===== src/source/epu_axi_pkg.sv =====
package epu_axi_pkg;

    // Bus widths
    localparam int ADDR_W = 32;
    localparam int DATA_W = 32;
    localparam int ID_W   = 4;
    localparam int LEN_W  = 8;

    typedef logic [ADDR_W-1:0] addr_t;
    typedef logic [DATA_W-1:0] data_t;
    typedef logic [ID_W-1:0]   id_t;
    typedef logic [LEN_W-1:0]  len_t;

    // Only OKAY is ever returned
    localparam logic [1:0] RESP_OKAY = 2'b00;

    // Master to slave
    typedef struct packed {
        logic  awvalid;
        addr_t awaddr;
        id_t   awid;
        len_t  awlen;
        logic  wvalid;
        data_t wdata;
        logic  wlast;
        logic  bready;
        logic  arvalid;
        addr_t araddr;
        id_t   arid;
        len_t  arlen;
        logic  rready;
    } axi_req_t;

    // Slave to master
    typedef struct packed {
        logic       awready;
        logic       wready;
        logic       bvalid;
        id_t        bid;
        logic [1:0] bresp;
        logic       arready;
        logic       rvalid;
        data_t      rdata;
        id_t        rid;
        logic [1:0] rresp;
        logic       rlast;
    } axi_rsp_t;

endpackage

===== src/source/epu_cfg_pkg.sv =====
package epu_cfg_pkg;

    // Buffer geometry
    localparam int BUF_DEPTH = 64;
    localparam int BUF_AW    = 6;

    typedef logic [BUF_AW-1:0] buf_addr_t;

    // Address map, each region is 2**REGION_AW bytes
    localparam epu_axi_pkg::addr_t IN_BASE   = 32'h5000_0000;
    localparam epu_axi_pkg::addr_t OUT_BASE  = 32'h6000_0000;
    localparam epu_axi_pkg::addr_t WGT_BASE  = 32'h7000_0000;
    localparam epu_axi_pkg::addr_t CTRL_BASE = 32'h8000_0000;
    localparam int REGION_AW = 8;

    // Control region registers
    localparam logic [REGION_AW-1:0] SCALAR_OFS = 8'h00;
    localparam logic [REGION_AW-1:0] CTRL_OFS   = 8'h04;

    // Control register fields
    localparam int CTRL_START_BIT = 0;
    localparam int CTRL_MODE_LSB  = 1;
    localparam int CTRL_COUNT_LSB = 8;

    typedef enum logic [2:0] {
        IDLE,
        R_ADDR,
        R_DATA,
        W_DATA,
        B_RESP
    } slave_state_e;

    typedef enum logic [2:0] {
        SEL_NONE,
        SEL_IN,
        SEL_OUT,
        SEL_WGT,
        SEL_CTRL
    } buf_sel_e;

    typedef enum logic [1:0] {
        MODE_SCALE,
        MODE_VEC,
        MODE_VEC_RELU
    } epu_mode_e;

    typedef struct packed {
        logic               en;
        logic               we;
        buf_addr_t          addr;
        epu_axi_pkg::data_t wdata;
    } buf_port_t;

    typedef struct packed {
        epu_mode_e          mode;
        logic [7:0]         count;
        epu_axi_pkg::data_t scalar;
    } epu_ctrl_t;

endpackage


===== src/source/epu_mac_pipe.sv =====
`timescale 1ns/1ps

module epu_mac_pipe (
    input  logic                   clk,
    input  logic                   rst,
    input  logic                   start_i,
    input  epu_cfg_pkg::epu_ctrl_t ctrl_i,
    output epu_cfg_pkg::buf_port_t in_port_o,
    output epu_cfg_pkg::buf_port_t wgt_port_o,
    output epu_cfg_pkg::buf_port_t out_port_o,
    input  epu_axi_pkg::data_t     in_rdata_i,
    input  epu_axi_pkg::data_t     wgt_rdata_i,
    output logic                   finish_o
);

    epu_cfg_pkg::epu_mode_e mode_q;
    epu_axi_pkg::data_t     scalar_q;
    logic [7:0]             count_q;
    logic [7:0]             idx_q;
    logic                   busy_q, finish_q;
    logic                   issue, issue_last;
    logic                   s2_vld_q, s2_last_q;
    epu_cfg_pkg::buf_addr_t s2_idx_q;
    logic                   s3_vld_q, s3_last_q;
    epu_cfg_pkg::buf_addr_t s3_idx_q;
    logic signed [31:0]     s3_prod_q;
    logic signed [15:0]     op_a, op_b;
    logic signed [31:0]     prod;

    // Stage 1, one index per cycle until count is reached
    assign issue      = busy_q && (idx_q < count_q);
    assign issue_last = issue && (idx_q == count_q - 8'd1);

    always_ff @(posedge clk or posedge rst) begin
        if (rst) begin
            busy_q   <= 1'b0;
            finish_q <= 1'b0;
            idx_q    <= '0;
            count_q  <= '0;
            mode_q   <= epu_cfg_pkg::MODE_SCALE;
            scalar_q <= '0;
        end else if (start_i && !busy_q) begin
            // Empty run finishes right away
            busy_q   <= (ctrl_i.count != 8'd0);
            finish_q <= (ctrl_i.count == 8'd0);
            idx_q    <= '0;
            count_q  <= ctrl_i.count;
            mode_q   <= ctrl_i.mode;
            scalar_q <= ctrl_i.scalar;
        end else begin
            if (issue)
                idx_q <= idx_q + 8'd1;
            if (s3_vld_q && s3_last_q) begin
                busy_q   <= 1'b0;
                finish_q <= 1'b1;
            end
        end
    end

    always_comb begin
        in_port_o.en     = issue;
        in_port_o.we     = 1'b0;
        in_port_o.addr   = idx_q[epu_cfg_pkg::BUF_AW-1:0];
        in_port_o.wdata  = '0;
        // Weights are not needed when scaling
        wgt_port_o.en    = issue && (mode_q != epu_cfg_pkg::MODE_SCALE);
        wgt_port_o.we    = 1'b0;
        wgt_port_o.addr  = idx_q[epu_cfg_pkg::BUF_AW-1:0];
        wgt_port_o.wdata = '0;
    end

    // Stage 2 multiply on returning words
    assign op_a = in_rdata_i[15:0];
    assign op_b = (mode_q == epu_cfg_pkg::MODE_SCALE) ? scalar_q[15:0] : wgt_rdata_i[15:0];
    assign prod = op_a * op_b;

    always_ff @(posedge clk or posedge rst) begin
        if (rst) begin
            s2_vld_q <= 1'b0;
            s3_vld_q <= 1'b0;
        end else begin
            s2_vld_q <= issue;
            s3_vld_q <= s2_vld_q;
        end
    end

    always_ff @(posedge clk) begin
        s2_idx_q  <= idx_q[epu_cfg_pkg::BUF_AW-1:0];
        s2_last_q <= issue_last;
        s3_idx_q  <= s2_idx_q;
        s3_last_q <= s2_last_q;
        s3_prod_q <= prod;
    end

    // Stage 3 optional ReLU and write back
    always_comb begin
        out_port_o.en    = s3_vld_q;
        out_port_o.we    = 1'b1;
        out_port_o.addr  = s3_idx_q;
        if (mode_q == epu_cfg_pkg::MODE_VEC_RELU && s3_prod_q[31])
            out_port_o.wdata = '0;
        else
            out_port_o.wdata = s3_prod_q;
    end

    assign finish_o = finish_q;

endmodule


===== config.mk =====
export PLATFORM = sky130hd
export DESIGN_NAME = epu_mac_pipe
export DESIGN_NICKNAME = d
export VERILOG_FILES = /design/src/source/epu_axi_pkg.sv /design/src/source/epu_cfg_pkg.sv /design/src/source/epu_mac_pipe.sv
export SDC_FILE = /design/constraint.sdc
export NUM_CORES = 1
export LEC_CHECK = 0
export ABC_AREA = 0
export BUFFER_PORTS_ARGS = -buffer_cell sky130_fd_sc_hd__buf_4
export CORE_MARGIN = 1.5
export CORE_UTILIZATION = 45
export CTS_CLUSTER_DIAMETER = 50
export DETAILED_ROUTE_END_ITERATION = 6
export GPL_ROUTABILITY_DRIVEN = 0
export PLACE_DENSITY_LB_ADDON = 0.3
export SLEW_MARGIN = 20
export SYNTH_ARGS = -nofsm -noshare
export SYNTH_HDL_FRONTEND = slang
export SYNTH_SLANG_ARGS = --single-unit

===== constraint.sdc =====
create_clock -name clk -period 7.4 [get_ports clk]
set_clock_uncertainty 0.1 [all_clocks]
set_input_delay 0.74 -clock clk [delete_from_list [all_inputs] [get_ports clk]]
set_output_delay 0.74 -clock clk [all_outputs]
set_load 0.02 [all_outputs]

==> results.ini, run 1 <==
[status]
status=complete, but fails checks
violations=design-rule violations

[final_layout]
synthToLayoutAreaGrowth_pct=8.932
drive_gt1_frac=0.1099
fin_nets=2068
diodes=0
final_util=0.4962
layout_common_cells=inv_1 (345), fa_1 (262), nand2_1 (215)
layout_commonest_cell=inv_1

[die]
fp.coreArea_um2=30510
die_w_um=178.7
dieHeight_um=178.7
num_rows=64
io_pins=230
initial_core_util=0.4555
die_area_um2=31950

[sta]
timing.fmax_mhz=141.0
rsz0062_at_grt=false
hold_viol=0
worstMarginPinSlew_ps=967.2
fin_crit_ps=7092
fin_crit_sh=0.9584
slew_headroom=0.3552
final_max_slew_viol_count=0
setup_tns_ps=0
finalSetupViolCount=0

[setup_path]
cp.required_ps=7600
cp.arrival_ps=7290
startpoint_type=flop
crit_type=reg2reg
critPathCaptureType=flop
cp_max_fo=17

[drt]
drt_wl_total_um=31190
dr.pass1.iters=7
drtIter0Drc=597
drc=1
num_vias=9949
viasPerCell=4.960
wire_per_inst_um=15.55
ant_nets=0

[logic_synthesis]
avgSynthCellArea_um2=9.071
syn-cell-area_um2=13900
synthArstFlopShare=0.4524
synthFlopType=dfxtp_1
ys_seq_area_frac=0.1347
netlist_instances=1532
synth_seq_cells=84
synth_edf_count=0
ys_types=58
yosys_warnings=0

[cts]
htree_levels=3
cts_buffers=9
clockBufferDepth=2
post_cts_buffers=0
cts_tree=built
cts_sinks=84
clk_pin_slew_ps=80
root_buffer=clkbuf_16
worstSkewPairLatency_ps=360

[placement]
port_buffers=114
place_hpwl_um=24990

[global_routing]
track_usage=0.2144
grt_overflow=0
antenna_found_initial=0
grt_start_max_net_pins=39
grt_pass1_wl_um=52640
grt_pass1_vias=10810

[hold_path]
hold_class=reg2reg

[run]
cap_violations=0

==> cells in the mapped netlist, types with 6 or more instances <==
cell type | instances | area share
nor2_1 | 25 | 0.0068
clkbuf_1 | 46 | 0.012
nor2b_1 | 33 | 0.015
mux2_2 | 15 | 0.012
nand2b_1 | 7 | 0.0032
o21ai_0 | 27 | 0.0097
nand2_1 | 215 | 0.058
xor2_1 | 10 | 0.0063
nor3_1 | 6 | 0.0022
and2_1 | 116 | 0.052
buf_4 | 81 | 0.044
mux2i_1 | 6 | 0.0043
inv_1 | 345 | 0.093
dfxtp_1 | 46 | 0.066
a21oi_1 | 28 | 0.010
ha_1 | 92 | 0.083
and3_1 | 8 | 0.0036
nand3_1 | 10 | 0.0036
dfrtp_1 | 38 | 0.068
xnor2_1 | 30 | 0.019
a21o_1 | 12 | 0.0065
or2_2 | 8 | 0.0036
fa_1 | 262 | 0.38
==> final timing paths <==
check                                       from                      end  slack, ps  cells after the start
setup / recovery           mode_q[1]$_DFFE_PP0P_    s3_prod_q[29]$_DFF_P_        310                     22
hold / removal               s2_idx_q[1]$_DFF_P_      s3_idx_q[1]$_DFF_P_        230                      0
setup reg to reg           mode_q[1]$_DFFE_PP0P_    s3_prod_q[29]$_DFF_P_        310                     22
hold reg to reg              s2_idx_q[1]$_DFF_P_      s3_idx_q[1]$_DFF_P_        230                      0
max in group asynchronous                    rst  scalar_q[8]$_DFFE_PP0P_       6440                      3
min in group asynchronous                    rst     idx_q[2]$_DFFE_PP0P_        400                      3
==> layout make-up <==
type | instances | area, um^2
clock buffers | 9 | 225.2
clock inverters | 7 | 76.32
fillers | 2849 | 15370
inverters | 345 | 1295
multi-input cells | 1039 | 10220
flip-flops and latches | 84 | 1872
well taps | 396 | 495.5
repair buffers | 126 | 958.4
==> logic make-up (layout without fill, tap and decap cells) <==
family | after synthesis | in the layout | share of synthesized area
flops | 84 | 84 | 0.1347
xor+xnor | 40 | 40 | 0.02521
mux | 21 | 21 | 0.01648
fa+ha+maj | 354 | 354 | 0.4602
compound gates | 112 | 112 | 0.05600
buf+inv | 474 | 487 | 0.1501
other cells | 2 | 67 | 0.0005404
simple gates | 445 | 445 | 0.1567
==> registers in the layout, summed over array words and instances, names as in the netlist <==
name       count
busy_q         1
scalar_q      16
s3_idx_q       6
count_q        8
s3_last_q      1
mode_q         2
s3_prod_q     32
idx_q          8
finish_o       1
s2_idx_q       6
s3_vld_q       1
s2_last_q      1
s2_vld_q       1
==> worst max-delay path, cell delays in order (launching register included) <==
cell,delay (ps)
dfrtp_1,410
nor2_1,180
buf_12,200
mux2_2,510
and2_1,240
fa_1,490
inv_1,60
fa_1,530
inv_1,60
fa_1,530
inv_1,60
fa_1,550
fa_1,430
fa_1,480
inv_1,40
ha_1,350
a21oi_1,240
nand2_1,100
a211oi_2,520
o41ai_4,200
o31ai_2,290
nor4bb_1,300
or3_1,140
==> what timing repair did <==
action,4_1_cts,5_1_grt
hold buffers,0,0
hold endpoints to repair,0,0
resized for setup,0,6
endpoints found under the setup margin,0,4
==> per-layer routing <==
metal	global-route usage	wire [um]	up-vias	part of all wire
li1	-	-	4546	-
met1	0.2557	12090	5055	0.39
met2	0.3978	16620	285	0.53
met3	0.01781	1417	63	0.045
met4	0.08472	1059	0	0.034
met5	0	0	-	0
==> per-stage QoR <==
stage	area (um^2)	setup WS [ps]	std cells	hold WS, ps
CTS	15110	154.6	2006	231.3
detailed placement	14810	170.2	1990	212.8
global route	15140	25.92	2006	229.4
floorplan	14140	412.4	1597	209.6
global placement	14810	295.4	1990	210.2
finish	15140	307.7	2006	228.1
Power of run 1 is left out: the tool's default activity adds up to more than one toggle a clock period on the data nets, which glitch-free logic cannot reach.
==> inputs of run 2 (changes only) <==
CTS_BUF_LIST = sky130_fd_sc_hd__clkbuf_8   (was not set)
MAX_ROUTING_LAYER = met4   (was not set)
==> results.ini, run 2 (synthesis gave the netlist of run 1 again) <==
[status]
status=finished clean

[final_layout]
diodes=0  ; unchanged
drive_gt1_frac=0.1099  ; unchanged
top_register=s3_prod_q
largest_reg_flops=32  ; unchanged
synthToLayoutAreaGrowth_pct=8.202
n_fill_cell=2870  ; +0.74%
seq_area_um2=1872  ; unchanged
fin_nets=2068  ; unchanged
reg_top3=s3_prod_q x32, scalar_q x16
multi_input_area_um2=10220  ; unchanged
layout_commonest_cell=inv_1
layout_common_cells=inv_1 (345), fa_1 (262), nand2_1 (215)
design_area_um2=15040  ; -0.67%

[die]
fp.coreArea_um2=30510  ; unchanged
die_area_um2=31950  ; unchanged
num_rows=64  ; unchanged
die_w_um=178.7  ; unchanged
initial_core_util=0.4555  ; unchanged
dieHeight_um=178.7  ; unchanged
io_pins=230  ; unchanged

[global_routing]
grt_pass1_wl_um=52430  ; -0.39%
track_usage=0.2197  ; +0.005365
grt_overflow=0  ; unchanged
antenna_found_initial=0  ; unchanged
grt_pass1_vias=10730  ; -0.75%
grt_start_max_net_pins=39  ; unchanged

[cts]
postCtsHoldBufs=0  ; unchanged
root_buffer=clkbuf_8
htree_levels=3  ; unchanged
clockBufferDepth=2  ; unchanged
cts_tree=built
cts_buffers=9  ; unchanged
clk_pin_slew_ps=110  ; +30 ps
cts_sinks=84  ; unchanged
worstSkewPairLatency_ps=400  ; +40 ps

[drt]
dr.pass1.iters=5  ; -2
drc=0  ; -1
ant_nets=0  ; unchanged
drtIter0Drc=594  ; -0.50%
wire_per_inst_um=15.49  ; -0.36%
drt_wl_total_um=31080  ; -0.36%
num_vias=9923  ; -0.26%
viasPerCell=4.947  ; -0.26%

[sta]
worstMarginPinSlew_ps=965.2  ; -2.050 ps
slew_headroom=0.3566  ; +0.001367
fin_crit_sh=0.9579  ; about the same
fin_crit_ps=7088  ; -3.970 ps
hold_viol=0  ; unchanged
final_max_slew_viol_count=0  ; unchanged
rsz0062_at_grt=false
timing.fmax_mhz=141.1  ; about the same
fin_ws_ps=311.7  ; +3.970 ps
setup_tns_ps=0  ; unchanged
finalSetupViolCount=0  ; unchanged

[placement]
port_buffers=114  ; unchanged
placed_area_um2=14810  ; unchanged
dpl_worst_slack_ps=170.2  ; unchanged
place_hpwl_um=24990  ; unchanged

[setup_path]
crit_family=adder cells
crit_slowest_cell=fa_1
regToRegSetupSlack_ps=310  ; about the same
cp.required_ps=7630  ; +30 ps
cp.arrival_ps=7320  ; +30 ps
cp_max_fo=17  ; unchanged
crit_chain=nor2_1 > buf_12 > mux2_2 > and2_1 > fa_1 > inv_1 > fa_1 > inv_1 > fa_1 > inv_1 > fa_1 > fa_1 > fa_1 > inv_1 > ha_1 > a21oi_1 > nand2_1 > a211oi_2 > o41ai_4 > o31ai_2 > nor4bb_1 > or3_1
startpoint_type=flop
critPathCaptureType=flop
slowest_delay_ps=550  ; about the same
crit_buf_inv=5  ; unchanged
crit_top_cell=fa_1
crit_type=reg2reg

[run]
cap_violations=0  ; unchanged

[hold_path]
hold_class=reg2reg

run 2: layout make-up:
cell class              count  area share
clock inverters             7    0.005076
flip-flops and latches     84      0.1245
inverters                 345     0.08612
well taps                 396     0.03295
multi-input cells        1039      0.6794
clock buffers               9    0.008238
repair buffers            126     0.06374
run 2: layer usage:
layer,track usage,vias up,part of all wire
met5,-,-,0
met4,0.07326,0,0.030
met3,0.02396,54,0.044
met2,0.3963,273,0.53
met1,0.2546,5053,0.39
li1,-,4543,-
run 2: final timing paths:
kind / from / cells past startpoint / endpoint
hold / removal: s2_idx_q[1]$_DFF_P_ / 0 / s3_idx_q[1]$_DFF_P_
setup reg to reg: mode_q[1]$_DFFE_PP0P_ / 22 / s3_prod_q[29]$_DFF_P_
min in group asynchronous: rst / 3 / idx_q[2]$_DFFE_PP0P_
max in group asynchronous: rst / 3 / count_q[2]$_DFFE_PP0P_
hold reg to reg: s2_idx_q[1]$_DFF_P_ / 0 / s3_idx_q[1]$_DFF_P_
setup / recovery: mode_q[1]$_DFFE_PP0P_ / 22 / s3_prod_q[29]$_DFF_P_
run 2: worst reg2reg max path, cell delays in order, from the launching register on:
cell and delay [ps]:
dfrtp_1 420, nor2_1 180, buf_12 200, mux2_2 520
and2_1 250, fa_1 490, inv_1 60, fa_1 530
inv_1 60, fa_1 540, inv_1 70, fa_1 550
fa_1 430, fa_1 480, inv_1 40, ha_1 350
a21oi_1 230, nand2_1 90, a211oi_2 510, o41ai_4 200
o31ai_2 290, nor4bb_1 300, or3_1 140
run 2: what timing repair did:
item / in CTS / in global routing
gates resized for setup: 0 / 6
setup endpoints to repair: 0 / 4
setup buffers: 0 / 0
run 2: stage by stage:
stage                 util  hold WS, ps  cells
floorplan                -        209.6   1597
finish              0.4929        233.5   2006
CTS                 0.4919        232.6   2006
global route        0.4929        236.6   2006
global placement    0.4853        210.2   1990
detailed placement  0.4853        212.8   1990
Power of run 2 is left out for the same reason.
