--- src/source/epu_axi_pkg.sv ---
package epu_axi_pkg;

    // Bus widths
    localparam int ADDR_W = 32;
    localparam int DATA_W = 32;
    localparam int ID_W   = 4;
    localparam int LEN_W  = 8;

    typedef logic [ADDR_W-1:0] addr_t;
    typedef logic [DATA_W-1:0] data_t;
    typedef logic [ID_W-1:0]   id_t;
    typedef logic [LEN_W-1:0]  len_t;

    // Only OKAY is ever returned
    localparam logic [1:0] RESP_OKAY = 2'b00;

    // Master to slave
    typedef struct packed {
        logic  awvalid;
        addr_t awaddr;
        id_t   awid;
        len_t  awlen;
        logic  wvalid;
        data_t wdata;
        logic  wlast;
        logic  bready;
        logic  arvalid;
        addr_t araddr;
        id_t   arid;
        len_t  arlen;
        logic  rready;
    } axi_req_t;

    // Slave to master
    typedef struct packed {
        logic       awready;
        logic       wready;
        logic       bvalid;
        id_t        bid;
        logic [1:0] bresp;
        logic       arready;
        logic       rvalid;
        data_t      rdata;
        id_t        rid;
        logic [1:0] rresp;
        logic       rlast;
    } axi_rsp_t;

endpackage
--- src/source/epu_cfg_pkg.sv ---
package epu_cfg_pkg;

    // Buffer geometry
    localparam int BUF_DEPTH = 64;
    localparam int BUF_AW    = 6;

    typedef logic [BUF_AW-1:0] buf_addr_t;

    // Address map, each region is 2**REGION_AW bytes
    localparam epu_axi_pkg::addr_t IN_BASE   = 32'h5000_0000;
    localparam epu_axi_pkg::addr_t OUT_BASE  = 32'h6000_0000;
    localparam epu_axi_pkg::addr_t WGT_BASE  = 32'h7000_0000;
    localparam epu_axi_pkg::addr_t CTRL_BASE = 32'h8000_0000;
    localparam int REGION_AW = 8;

    // Control region registers
    localparam logic [REGION_AW-1:0] SCALAR_OFS = 8'h00;
    localparam logic [REGION_AW-1:0] CTRL_OFS   = 8'h04;

    // Control register fields
    localparam int CTRL_START_BIT = 0;
    localparam int CTRL_MODE_LSB  = 1;
    localparam int CTRL_COUNT_LSB = 8;

    typedef enum logic [2:0] {
        IDLE,
        R_ADDR,
        R_DATA,
        W_DATA,
        B_RESP
    } slave_state_e;

    typedef enum logic [2:0] {
        SEL_NONE,
        SEL_IN,
        SEL_OUT,
        SEL_WGT,
        SEL_CTRL
    } buf_sel_e;

    typedef enum logic [1:0] {
        MODE_SCALE,
        MODE_VEC,
        MODE_VEC_RELU
    } epu_mode_e;

    typedef struct packed {
        logic               en;
        logic               we;
        buf_addr_t          addr;
        epu_axi_pkg::data_t wdata;
    } buf_port_t;

    typedef struct packed {
        epu_mode_e          mode;
        logic [7:0]         count;
        epu_axi_pkg::data_t scalar;
    } epu_ctrl_t;

endpackage

--- src/source/epu_axi_slave.sv ---
`timescale 1ns/1ps

module epu_axi_slave (
    input  logic                   clk,
    input  logic                   rst,
    input  epu_axi_pkg::axi_req_t  axi_req_i,
    output epu_axi_pkg::axi_rsp_t  axi_rsp_o,
    output epu_cfg_pkg::buf_port_t in_port_o,
    output epu_cfg_pkg::buf_port_t out_port_o,
    output epu_cfg_pkg::buf_port_t wgt_port_o,
    input  epu_axi_pkg::data_t     in_rdata_i,
    input  epu_axi_pkg::data_t     out_rdata_i,
    input  epu_axi_pkg::data_t     wgt_rdata_i,
    output logic                   start_o,
    output epu_cfg_pkg::epu_ctrl_t ctrl_o
);

    epu_cfg_pkg::slave_state_e state_q, state_d;
    epu_cfg_pkg::buf_sel_e     sel;
    epu_cfg_pkg::buf_port_t    host_port;
    epu_cfg_pkg::buf_addr_t    word_q;
    epu_axi_pkg::addr_t        addr_q;
    epu_axi_pkg::id_t          id_q;
    epu_axi_pkg::len_t         len_q;
    epu_axi_pkg::len_t         beat_q;
    epu_axi_pkg::data_t        rdata;
    epu_axi_pkg::data_t        scalar_q;
    epu_cfg_pkg::epu_mode_e    mode_q;
    logic [7:0]                count_q;
    logic                      start_q;
    logic [epu_cfg_pkg::REGION_AW-1:0] reg_ofs;
    logic aw_hs, ar_hs, w_hs, r_hs, b_hs;
    logic last_beat, ctrl_wr;

    function automatic logic in_region(epu_axi_pkg::addr_t a, epu_axi_pkg::addr_t base);
        return a[epu_axi_pkg::ADDR_W-1:epu_cfg_pkg::REGION_AW] ==
               base[epu_axi_pkg::ADDR_W-1:epu_cfg_pkg::REGION_AW];
    endfunction

    // Write has priority over read in IDLE
    assign aw_hs = axi_req_i.awvalid && (state_q == epu_cfg_pkg::IDLE);
    assign ar_hs = axi_req_i.arvalid && !axi_req_i.awvalid && (state_q == epu_cfg_pkg::IDLE);
    assign w_hs  = axi_req_i.wvalid && (state_q == epu_cfg_pkg::W_DATA);
    assign r_hs  = axi_req_i.rready && (state_q == epu_cfg_pkg::R_DATA);
    assign b_hs  = axi_req_i.bready && (state_q == epu_cfg_pkg::B_RESP);

    assign last_beat = (beat_q == len_q);

    always_comb begin
        state_d = state_q;
        case (state_q)
            epu_cfg_pkg::IDLE: begin
                if (aw_hs)
                    state_d = epu_cfg_pkg::W_DATA;
                else if (ar_hs)
                    state_d = epu_cfg_pkg::R_ADDR;
            end
            epu_cfg_pkg::W_DATA: if (w_hs && axi_req_i.wlast) state_d = epu_cfg_pkg::B_RESP;
            epu_cfg_pkg::B_RESP: if (b_hs) state_d = epu_cfg_pkg::IDLE;
            epu_cfg_pkg::R_ADDR: state_d = epu_cfg_pkg::R_DATA;
            epu_cfg_pkg::R_DATA: begin
                if (r_hs)
                    state_d = last_beat ? epu_cfg_pkg::IDLE : epu_cfg_pkg::R_ADDR;
            end
            default: state_d = epu_cfg_pkg::IDLE;
        endcase
    end

    // Burst capture, word address and beat count
    always_ff @(posedge clk or posedge rst) begin
        if (rst) begin
            state_q <= epu_cfg_pkg::IDLE;
            addr_q  <= '0;
            id_q    <= '0;
            len_q   <= '0;
            beat_q  <= '0;
            word_q  <= '0;
        end else begin
            state_q <= state_d;
            if (aw_hs) begin
                addr_q <= axi_req_i.awaddr;
                id_q   <= axi_req_i.awid;
                len_q  <= axi_req_i.awlen;
                beat_q <= '0;
                word_q <= axi_req_i.awaddr[epu_cfg_pkg::BUF_AW+1:2];
            end else if (ar_hs) begin
                addr_q <= axi_req_i.araddr;
                id_q   <= axi_req_i.arid;
                len_q  <= axi_req_i.arlen;
                beat_q <= '0;
                word_q <= axi_req_i.araddr[epu_cfg_pkg::BUF_AW+1:2];
            end else if (w_hs || r_hs) begin
                beat_q <= beat_q + 1'b1;
                word_q <= word_q + 1'b1;
            end
        end
    end

    // Region decode of the captured burst address
    always_comb begin
        if (in_region(addr_q, epu_cfg_pkg::IN_BASE))
            sel = epu_cfg_pkg::SEL_IN;
        else if (in_region(addr_q, epu_cfg_pkg::OUT_BASE))
            sel = epu_cfg_pkg::SEL_OUT;
        else if (in_region(addr_q, epu_cfg_pkg::WGT_BASE))
            sel = epu_cfg_pkg::SEL_WGT;
        else if (in_region(addr_q, epu_cfg_pkg::CTRL_BASE))
            sel = epu_cfg_pkg::SEL_CTRL;
        else
            sel = epu_cfg_pkg::SEL_NONE;
    end

    // Shared host port, enable steered to the selected buffer
    always_comb begin
        host_port.en    = w_hs || (state_q == epu_cfg_pkg::R_ADDR);
        host_port.we    = w_hs;
        host_port.addr  = word_q;
        host_port.wdata = axi_req_i.wdata;
        in_port_o       = host_port;
        out_port_o      = host_port;
        wgt_port_o      = host_port;
        in_port_o.en    = host_port.en && (sel == epu_cfg_pkg::SEL_IN);
        out_port_o.en   = host_port.en && (sel == epu_cfg_pkg::SEL_OUT);
        wgt_port_o.en   = host_port.en && (sel == epu_cfg_pkg::SEL_WGT);
    end

    // Buffer outputs are registered and hold while their port is idle
    always_comb begin
        case (sel)
            epu_cfg_pkg::SEL_IN:  rdata = in_rdata_i;
            epu_cfg_pkg::SEL_OUT: rdata = out_rdata_i;
            epu_cfg_pkg::SEL_WGT: rdata = wgt_rdata_i;
            default:              rdata = '0;
        endcase
    end

    // Control region writes
    assign reg_ofs = {word_q, 2'b00};
    assign ctrl_wr = w_hs && (sel == epu_cfg_pkg::SEL_CTRL);

    always_ff @(posedge clk or posedge rst) begin
        if (rst) begin
            scalar_q <= '0;
            mode_q   <= epu_cfg_pkg::MODE_SCALE;
            count_q  <= '0;
            start_q  <= 1'b0;
        end else begin
            start_q <= 1'b0;
            if (ctrl_wr && reg_ofs == epu_cfg_pkg::SCALAR_OFS)
                scalar_q <= axi_req_i.wdata;
            if (ctrl_wr && reg_ofs == epu_cfg_pkg::CTRL_OFS) begin
                mode_q  <= epu_cfg_pkg::epu_mode_e'(
                    axi_req_i.wdata[epu_cfg_pkg::CTRL_MODE_LSB +: 2]);
                count_q <= axi_req_i.wdata[epu_cfg_pkg::CTRL_COUNT_LSB +: 8];
                start_q <= axi_req_i.wdata[epu_cfg_pkg::CTRL_START_BIT];
            end
        end
    end

    assign start_o       = start_q;
    assign ctrl_o.mode   = mode_q;
    assign ctrl_o.count  = count_q;
    assign ctrl_o.scalar = scalar_q;

    always_comb begin
        axi_rsp_o.awready = (state_q == epu_cfg_pkg::IDLE);
        axi_rsp_o.arready = (state_q == epu_cfg_pkg::IDLE) && !axi_req_i.awvalid;
        axi_rsp_o.wready  = (state_q == epu_cfg_pkg::W_DATA);
        axi_rsp_o.bvalid  = (state_q == epu_cfg_pkg::B_RESP);
        axi_rsp_o.bid     = id_q;
        axi_rsp_o.bresp   = epu_axi_pkg::RESP_OKAY;
        axi_rsp_o.rvalid  = (state_q == epu_cfg_pkg::R_DATA);
        axi_rsp_o.rdata   = rdata;
        axi_rsp_o.rid     = id_q;
        axi_rsp_o.rresp   = epu_axi_pkg::RESP_OKAY;
        axi_rsp_o.rlast   = (state_q == epu_cfg_pkg::R_DATA) && last_beat;
    end

endmodule

--- config.mk ---
export PLATFORM = sky130hd
export DESIGN_NAME = epu_axi_slave
export DESIGN_NICKNAME = d
export VERILOG_FILES = /design/src/source/epu_axi_pkg.sv /design/src/source/epu_cfg_pkg.sv /design/src/source/epu_axi_slave.sv
export SDC_FILE = /design/constraint.sdc
export NUM_CORES = 1
export LEC_CHECK = 0
export BUFFER_PORTS_ARGS = -buffer_cell sky130_fd_sc_hd__buf_2
export CORE_AREA = 3 3 169 171
export CTS_CLUSTER_SIZE = 8
export DETAILED_ROUTE_END_ITERATION = 7
export DIE_AREA = 0 0 172 174
export PLACE_DENSITY_LB_ADDON = 0.1
export SYNTH_ARGS = -nofsm -noshare
export SYNTH_HDL_FRONTEND = slang
export SYNTH_SLANG_ARGS = --single-unit
--- constraint.sdc ---
create_clock -name clk -period 3.5 [get_ports clk]
set_input_delay 0.175 -clock clk [delete_from_list [all_inputs] [get_ports clk]]
set_output_delay 0.175 -clock clk [all_outputs]
set_load 0.005 [all_outputs]
==> results of run 1 <==
## sequential cells by signal (all words and copies together), names as in the netlist, 3 cells and up
register and cells:
len_q 8, addr_q 24, beat_q 8, word_q 6, state_q 3, id_q 4
count_q 8, scalar_q 32
## synth_stat cells (all sizes together) (3+ instances only)
| master | number |
|---|---|
| or3 | 4 |
| nand3 | 10 |
| nand3b | 3 |
| a22oi | 34 |
| nand4 | 5 |
| a22o | 3 |
| nand2 | 89 |
| a31oi | 38 |
| xor2 | 10 |
| nor2b | 4 |
| buf | 130 |
| nor2 | 84 |
| o22ai | 4 |
| xnor2 | 3 |
| nand2b | 4 |
| nor3 | 5 |
| dfrtp | 96 |
| o21ai | 5 |
| inv | 14 |
| a21oi | 4 |
| ha | 4 |
| clkbuf | 32 |
| nor4 | 14 |
| mux2 | 75 |
## routing by layer
metal | GRT usage [%] | wire length, um
met1 | 18.0 | 9800
met2 | 27.1 | 12300
met3 | 4.34 | 1810
met4 | 3.86 | 362
met5 | 0 | 39
## power by group
group          switching (uW)  total, uW  internal, uW
Sequential                272       1650          1380
Combinational            1160       2050           893
Clock                     451       1070           622
## repair_timing
| item | CTS | global route |
|---|---|---|
| hold buffers | 1 | 0 |
| endpoints found under the hold margin | 8 | 0 |
| endpoints found under the setup margin | 0 | 0 |
| buffers inserted | 0 | 0 |
## worst max-delay path: cells and delay by family (launching register included)
family	cells	cell delay, ns
buffers and inverters	2	0.43
DFF	1	0.38
and+or+nand+nor	4	1.45
## cell type report
cell class                      count  area share [%]
Antenna cell                        4           0.122
Clock buffer                        9            2.75
Clock inverter                      6            1.02
Inverter                           14           0.672
Multi-Input combinational cell    424            33.4
Sequential cell                    96            29.3
Tap cell                          341            5.20
Timing Repair Buffer              441            27.5
## logic make-up (layout without fill, tap and decap cells)
kind of cell | Yosys count | after routing | share of synthesized area (%)
AND/OR/NAND/NOR | 229 | 229 | 16.3
buffers and inverters | 176 | 470 | 18.2
AO/OA/AOI/OAI | 98 | 98 | 10.8
flip-flops | 96 | 96 | 38.4
multiplexers | 76 | 76 | 13.6
XOR/XNOR | 13 | 13 | 1.82
adder cells (fa/ha/maj) | 4 | 4 | 0.799
other | 1 | 8 | 0.0599
## through the flow
step / power (uW) / setup slack [ns] / utilization (%) / hold WS, ns / area [um^2]
after floorplan: 3160 / 0.820 / - / 0.284 / 6270
after global placement: 3770 / 0.867 / 29.1 / 0.381 / 7870
after detailed placement: 3770 / 0.842 / 29.1 / 0.379 / 7870
after CTS: 4870 / 0.646 / 30.3 / 0.00202 / 8190
after global routing: 5160 / 0.479 / 30.3 / 0.00234 / 8200
final: 4780 / 0.702 / 30.3 / 0.0147 / 8200
## how the worst min path moves through the flow
stage	slack, ns	cells after the start	start	to
after floorplan	0.28	1	axi_req_i[46]	state_q[2]$_DFFE_PP0P_
after global placement	0.38	2	axi_req_i[46]	state_q[2]$_DFFE_PP0P_
after detailed placement	0.38	2	rst	scalar_q[7]$_DFFE_PP0P_
after CTS	0.002	2	axi_req_i[46]	state_q[2]$_DFFE_PP0P_
after global routing	0.002	2	axi_req_i[46]	state_q[2]$_DFFE_PP0P_
final	0.01	2	axi_req_i[46]	state_q[2]$_DFFE_PP0P_
==> summary.md, run 1 <==
| Metric | Value |
|---|---|
| Antenna violations before repair | `6` |
| Site Rows | `60` |
| Setup crit end kind | `output pin` |
| CTS tree | `built` |
| Worst reg2reg setup slack | `about 0.94 ns` |
| Reg-to-Reg Start | `addr_q[12]$_DFFE_PP0P_` |
| DIE AREA | `between 20000 and 30000 um^2` |
| Number of global-route vias before repair | `between 5000 and 6000` |
| Detailed-route wire length per cell | `~18 um` |
| Lkg Pwr | `between 0.004 and 0.005 uW` |
| CP Launch Type | `register` |
| Grt total ovfl | `0` |
| ANT nets after route | `0` |
| Area grow syn2layout | `30.9%` |
| Slew HR | `a little under half` |
| Number of vias per cell | `4.43` |
| Placer Congestion | `0.798` |
| Synth top area cells | `dfrtp_1 38%, buf_4 14%, mux2_2 13%, nand2_1 5.3%, nor2_1 5.0%` |
| Register area | `~2400 um^2` |
| Final worst-path cycle share | `approximately four fifths` |
| Mapped Cells | `approximately 690` |
| Layout Skew | `approximately 0.011 ns` |
| Gr usage total | `~15%` |
| FF-to-FF path depth | `5` |
| Io pins | `roughly 440` |
| Max cap viols | `0` |
| Clock slew at reported path FFs | `roughly 0.07 ns` |
| Share of layout cells above drive strength 1 | `54.0%` |
| Core Region | `about 27000 um^2` |
| Sink Count | `between 90 and 100` |
| Flops & latches, synth | `96` |
| Most common cell after layout, fill and taps aside | `buf_2` |
| Commonest non-fill, non-tap cells in the layout | `428 x buf_2, 96 x dfrtp_1, 89 x nand2_1, 83 x nor2_1, 72 x mux2_2` |
| Largest net degree at the start of global routing | `74` |
| Tightest Pin Transition | `between 0.7 and 0.8 ns` |
| Drc violations | `0` |
| Worst hold path type | `input pin to register` |
| H-tree Lvls | `3` |
| Status | `completed` |
| Worst-case vdd ir drop | `0.270 mV` |
| Fin nets | `1214` |
| Worst path slowest cell | `nor4_1` |
| Starting Density | `around 23%` |
| Multi-input gate area | `~2700 um^2` |
| Largest area contributor in the synthesized netlist | `dfrtp_1` |
| Post-DP HPWL | `~19000 um` |
| Synth cell types | `45` |
| CTS Buf Count | `9` |
| EDFF count, synth | `0` |
| Cell Area, Synth | `roughly 6300 um^2` |
| Root Driver | `clkbuf_16` |
| RSZ-0062 raised after global routing | `no` |
| Final hold vios | `0` |
| Async SR Flop Fraction | `100%` |
| PortBufs | `428` |
| Setup crit end | `in_port_o[39]` |
| Most used DFF post-synth | `dfrtp_1` |
| Yosys Warn Count | `0` |
| First-pass GRT wire length | `approximately 35000 um` |
| WS Path Type | `register to output pin` |
| Syn Area/Cell | `approximately 9.0 um^2` |
| Worst setup path start | `addr_q[8]$_DFFE_PP0P_` |
| Cells along the critical path | `nor4_1, nand2_1, or3_1, buf_4, nor4b_1, buf_2` |
| Max incr delay on CP | `~0.47 ns` |
| Clock Tree Buf Depth | `2` |
| Initial DRC count | `around 320` |
| Drt pass-1 iters | `4` |
| P per Cell Area | `between 500 and 600 nW/um^2` |
| Worst EP arrival | `roughly 2.6 ns` |
| Die span in y | `174 um` |
| Final slew viol count | `0` |
| Fillers | `a little over 3000` |
| Minimum clock period | `about 2.8 ns` |
| Sequential fraction of the synthesis area | `between 30% and 40%` |
| Total Neg Setup Slack | `0 ns` |
| Post-synth top area share | `between 30% and 40%` |
| Max frequency | `357 MHz` |
| Reg-to-Reg End | `scalar_q[10]$_DFFE_PP0P_` |
| Final Non-Filler Cells | `1335` |
| Post-CTS Resized | `0` |
| Placed cell count | `between 1000 and 1500` |
| Crit-path max FO | `35` |
| Required time of the critical path | `between 3 and 4 ns` |
| Setup violators final | `0` |
| Routed WL | `24300 um` |
| Die width | `roughly 170 um` |
| DR vias | `5915` |
| Clk_lat worst skew | `0.35 ns` |
No activity file was read; power rests on OpenSTA's default activity.
==> run 2: changes to the inputs <==
--- a/config.mk
+++ b/config.mk
@@ -5,11 +5,12 @@
 export SDC_FILE = /design/constraint.sdc
 export NUM_CORES = 1
 export LEC_CHECK = 0
+export ABC_AREA = 1
 export BUFFER_PORTS_ARGS = -buffer_cell sky130_fd_sc_hd__buf_2
-export CORE_AREA = 3 3 169 171
+export CORE_AREA = 3 3 171 173
 export CTS_CLUSTER_SIZE = 8
 export DETAILED_ROUTE_END_ITERATION = 7
-export DIE_AREA = 0 0 172 174
+export DIE_AREA = 0 0 174 176
 export PLACE_DENSITY_LB_ADDON = 0.1
 export SYNTH_ARGS = -nofsm -noshare
 export SYNTH_HDL_FRONTEND = slang
==> constraint.sdc (replaced) <==
create_clock -name clk -period 2.9 [get_ports clk]
set_input_delay 0.145 -clock clk [delete_from_list [all_inputs] [get_ports clk]]
set_output_delay 0.145 -clock clk [all_outputs]
set_load 0.005 [all_outputs]
==> summary.md, run 2 <==
| Metric | Value |
|---|---|
| Status | `completed (unchanged)` |
| Grt total ovfl | `0 (unchanged)` |
| Most used DFF post-synth | `dfrtp_1 (unchanged)` |
| RSZ-0062 raised after global routing | `no (unchanged)` |
| Routed WL | `24200 um (was 24300 um)` |
| Clock Tree Buf Depth | `2 (unchanged)` |
| EDFF count, synth | `0 (unchanged)` |
| CTS Buf Count | `9 (unchanged)` |
| Clk_lat worst skew | `0.35 ns (about the same)` |
| H-tree Lvls | `3 (unchanged)` |
| DIE AREA | `30600 um^2 (was 29900 um^2)` |
| Final worst-path cycle share | `about four fifths` |
| Setup violators final | `0 (unchanged)` |
| Root Driver | `clkbuf_16 (unchanged)` |
| First-pass GRT wire length | `35800 um (was 35400 um)` |
| Cell Area, Synth | `6390 um^2 (was 6260 um^2)` |
| Max cap viols | `0 (unchanged)` |
| PortBufs | `428 (unchanged)` |
| Gr usage total | `14.6% (was 15.3%)` |
| WHS | `0.0361 ns (was 0.0147 ns)` |
| Antenna violations before repair | `6 (unchanged)` |
| Clock slew at reported path FFs | `0.07 ns (about the same)` |
| Fin util | `30.3% (about the same)` |
| Max frequency | `423 MHz` |
| Sink Count | `96 (unchanged)` |
| Post-DP HPWL | `18300 um (was 18900 um)` |
| Share of layout cells above drive strength 1 | `40.4% (was 54.0%)` |
| ANT nets after route | `0 (unchanged)` |
| Tightest Pin Transition | `0.808 ns (was 0.797 ns)` |
| Detailed-route wire length per cell | `15.5 um (was 18.2 um)` |
| Fin nets | `1406 (was 1214)` |
| Placer Congestion | `0.780 (was 0.798)` |
| Worst EP arrival | `2.22 ns (was 2.62 ns)` |
| Commonest cells in the synthesized netlist | `226 x nand2_1, 192 x nand3_1, 120 x buf_4 (was 119 x buf_4, 96 x dfrtp_1, 89 x nand2_1)` |
| CP Launch Type | `register (unchanged)` |
| Routing usage on met3 | `4.34% (about the same)` |
| Post-CTS Resized | `0 (unchanged)` |
| Die span in y | `176 um (was 174 um)` |
| Io pins | `437 (unchanged)` |
| Synth cell types | `30 (was 45)` |
| Most common cell after layout, fill and taps aside | `buf_2 (unchanged)` |
| Final hold vios | `0 (unchanged)` |
| Initial DRC count | `364 (was 319)` |
| Worst hold path type | `input pin to register (unchanged)` |
| Mapped Cells | `890 (was 693)` |
| Starting Density | `23.0% (was 23.2%)` |
| Total Neg Setup Slack | `0 ns (unchanged)` |
| Syn Area/Cell | `7.19 um^2 (was 9.04 um^2)` |
| Drt pass-1 iters | `4 (unchanged)` |
| Lkg Pwr | `0.00472 uW (was 0.00440 uW)` |
| Global Route met2 Usage | `24.4% (was 27.1%)` |
| Commonest non-fill, non-tap cells in the layout | `428 x buf_2, 226 x nand2_1, 192 x nand3_1, 96 x dfrtp_1, 72 x nor2_1 (was 428 x buf_2, 96 x dfrtp_1, 89 x nand2_1, 83 x nor2_1, 72 x mux2_2)` |
| Number of vias per cell | `4.27 (was 4.43)` |
| CTS tree | `built (unchanged)` |
| Largest net degree at the start of global routing | `97 (was 74)` |
| Worst-case vdd ir drop | `0.272 mV (was 0.270 mV)` |
| DR vias | `6674 (was 5915)` |
| Crit-path max FO | `96 (was 35)` |
| Die width | `174 um (was 172 um)` |
| Async SR Flop Fraction | `100% (unchanged)` |
| Final slew viol count | `0 (unchanged)` |
| Yosys Warn Count | `0 (unchanged)` |
| Top reg by flops | `scalar_q (unchanged)` |
| Layout Skew | `0.00901 ns (was 0.0113 ns)` |
| P per Cell Area | `642 nW/um^2 (was 583 nW/um^2)` |
| Core Region | `27800 um^2 (was 27000 um^2)` |
| Area grow syn2layout | `31.6% (was 30.9%)` |
| GRT Max-Usage Layer | `met2 (unchanged)` |
| Site Rows | `61 (was 60)` |
| Post-synth top area share | `37.6% (was 38.4%)` |
| Number of global-route vias before repair | `6187 (was 5943)` |
| WS Path Type | `register to output pin (unchanged)` |
| Largest area contributor in the synthesized netlist | `dfrtp_1 (unchanged)` |
| Drc violations | `0 (unchanged)` |
| Required time of the critical path | `2.76 ns (was 3.32 ns)` |
| Max reg flops | `32 (unchanged)` |
| Met1 Track Usage GR | `18.7% (was 18.0%)` |
| Most common cell in the netlist | `nand2_1 (was buf_4)` |
| Setup crit end kind | `output pin (unchanged)` |
| Minimum clock period | `between 2 and 2.5 ns` |
| Top flop regs | `scalar_q x32, addr_q x24 (unchanged)` |
| Sequential fraction of the synthesis area | `37.6% (was 38.4%)` |
| Flops & latches, synth | `96 (unchanged)` |
| Slew HR | `46.1% (was 46.9%)` |
| Synth top area cells | `dfrtp_1 38%, nand3_1 15%, buf_4 14%, nand2_1 13%, nor2_1 4.4% (was dfrtp_1 38%, buf_4 14%, mux2_2 13%, nand2_1 5.3%, nor2_1 5.0%)` |
==> run 2: cell types whose count changed after synthesis, sizes merged, moves of 6 or more <==
cell / delta
a22oi: -34
buf: +18
clkbuf: -11
inv: +23
mux2: -75
nand2: +140
nand3: +182
nor4: -9
o21ai: +6
xor2: -6
==> run 2: path summary, 6_finish.rpt <==
kind	from	endpoint	slack [ns]	depth (start not counted)
min in group asynchronous	rst	scalar_q[0]$_DFFE_PP0P_	0.50	3
hold reg to reg	count_q[4]$_DFFE_PP0P_	count_q[4]$_DFFE_PP0P_	0.47	2
hold / removal	axi_req_i[11]	id_q[2]$_DFFE_PP0P_	0.04	3
setup / recovery	addr_q[12]$_DFFE_PP0P_	axi_rsp_o[15]	0.53	9
setup reg to reg	state_q[2]$_DFFE_PP0P_	beat_q[2]$_DFFE_PP0P_	0.85	7
max in group asynchronous	rst	addr_q[21]$_DFFE_PP0P_	1.70	4
==> run 2: per-layer routing <==
layer,part of all wire (%),vias up,routed length (um)
met1,42,3007,10300
met3,7.5,32,1820
met4,1.2,10,280
met2,49,253,11800
li1,-,3372,-
met5,0.19,-,46
==> run 2: cell type report <==
class,count,area [um^2]
sequential,96,2400
fill,3193,19400
inverter,37,141
clock buffer,11,233
multi-input combinational,591,2780
timing repair buffer,443,2280
clock inverter,5,105
tap,378,473
antenna,1,2.50
==> run 2: cells by family after synthesis <==
group                      Yosys count  share of synthesized area [%]
and+or+nand+nor                    521                           35.8
buffers and inverters              206                           19.7
other                                1                         0.0586
DFF                                 96                           37.6
xor gates and xnor gates             8                           1.10
adders and majority gates            4                          0.783
AOI/OAI and AO/OA                   54                           5.05
==> run 2: repair_timing <==
item	CTS	global route
endpoints found under the hold margin	41	0
hold buffers	2	0
setup buffers	0	0
==> run 2: per-stage QoR <==
| step | area [um^2] | std cells | power, uW | setup slack, ns |
|---|---|---|---|---|
| floorplan | 6410 | 893 | 3480 | 0.250 |
| global placement | 8060 | 1543 | 4080 | 0.804 |
| detailed placement | 8060 | 1543 | 4080 | 0.829 |
| CTS | 8410 | 1561 | 5530 | 0.553 |
| global route | 8420 | 1562 | 5850 | 0.388 |
| finish | 8420 | 1562 | 5400 | 0.534 |
==> run 2: where the power goes <==
| part | switching [uW] | total, uW | internal, uW | leakage, uW |
|---|---|---|---|---|
| registers | 302 | 1980 | 1680 | 0.00122 |
| clock network | 555 | 1400 | 845 | 0.000156 |
| logic | 1210 | 2020 | 811 | 0.00334 |
| total | 2070 | 5400 | 3330 | 0.00472 |
==> run 2: critical path: stages (launching register included) <==
cell and delay (ns):
dfrtp_1 0.38, nor2_1 0.12, nand2_1 0.07, nor2_1 0.16, nand2_1 0.21, inv_2 0.12, buf_12 0.32, nand3_1 0.13
nand3_1 0.18, buf_2 0.14
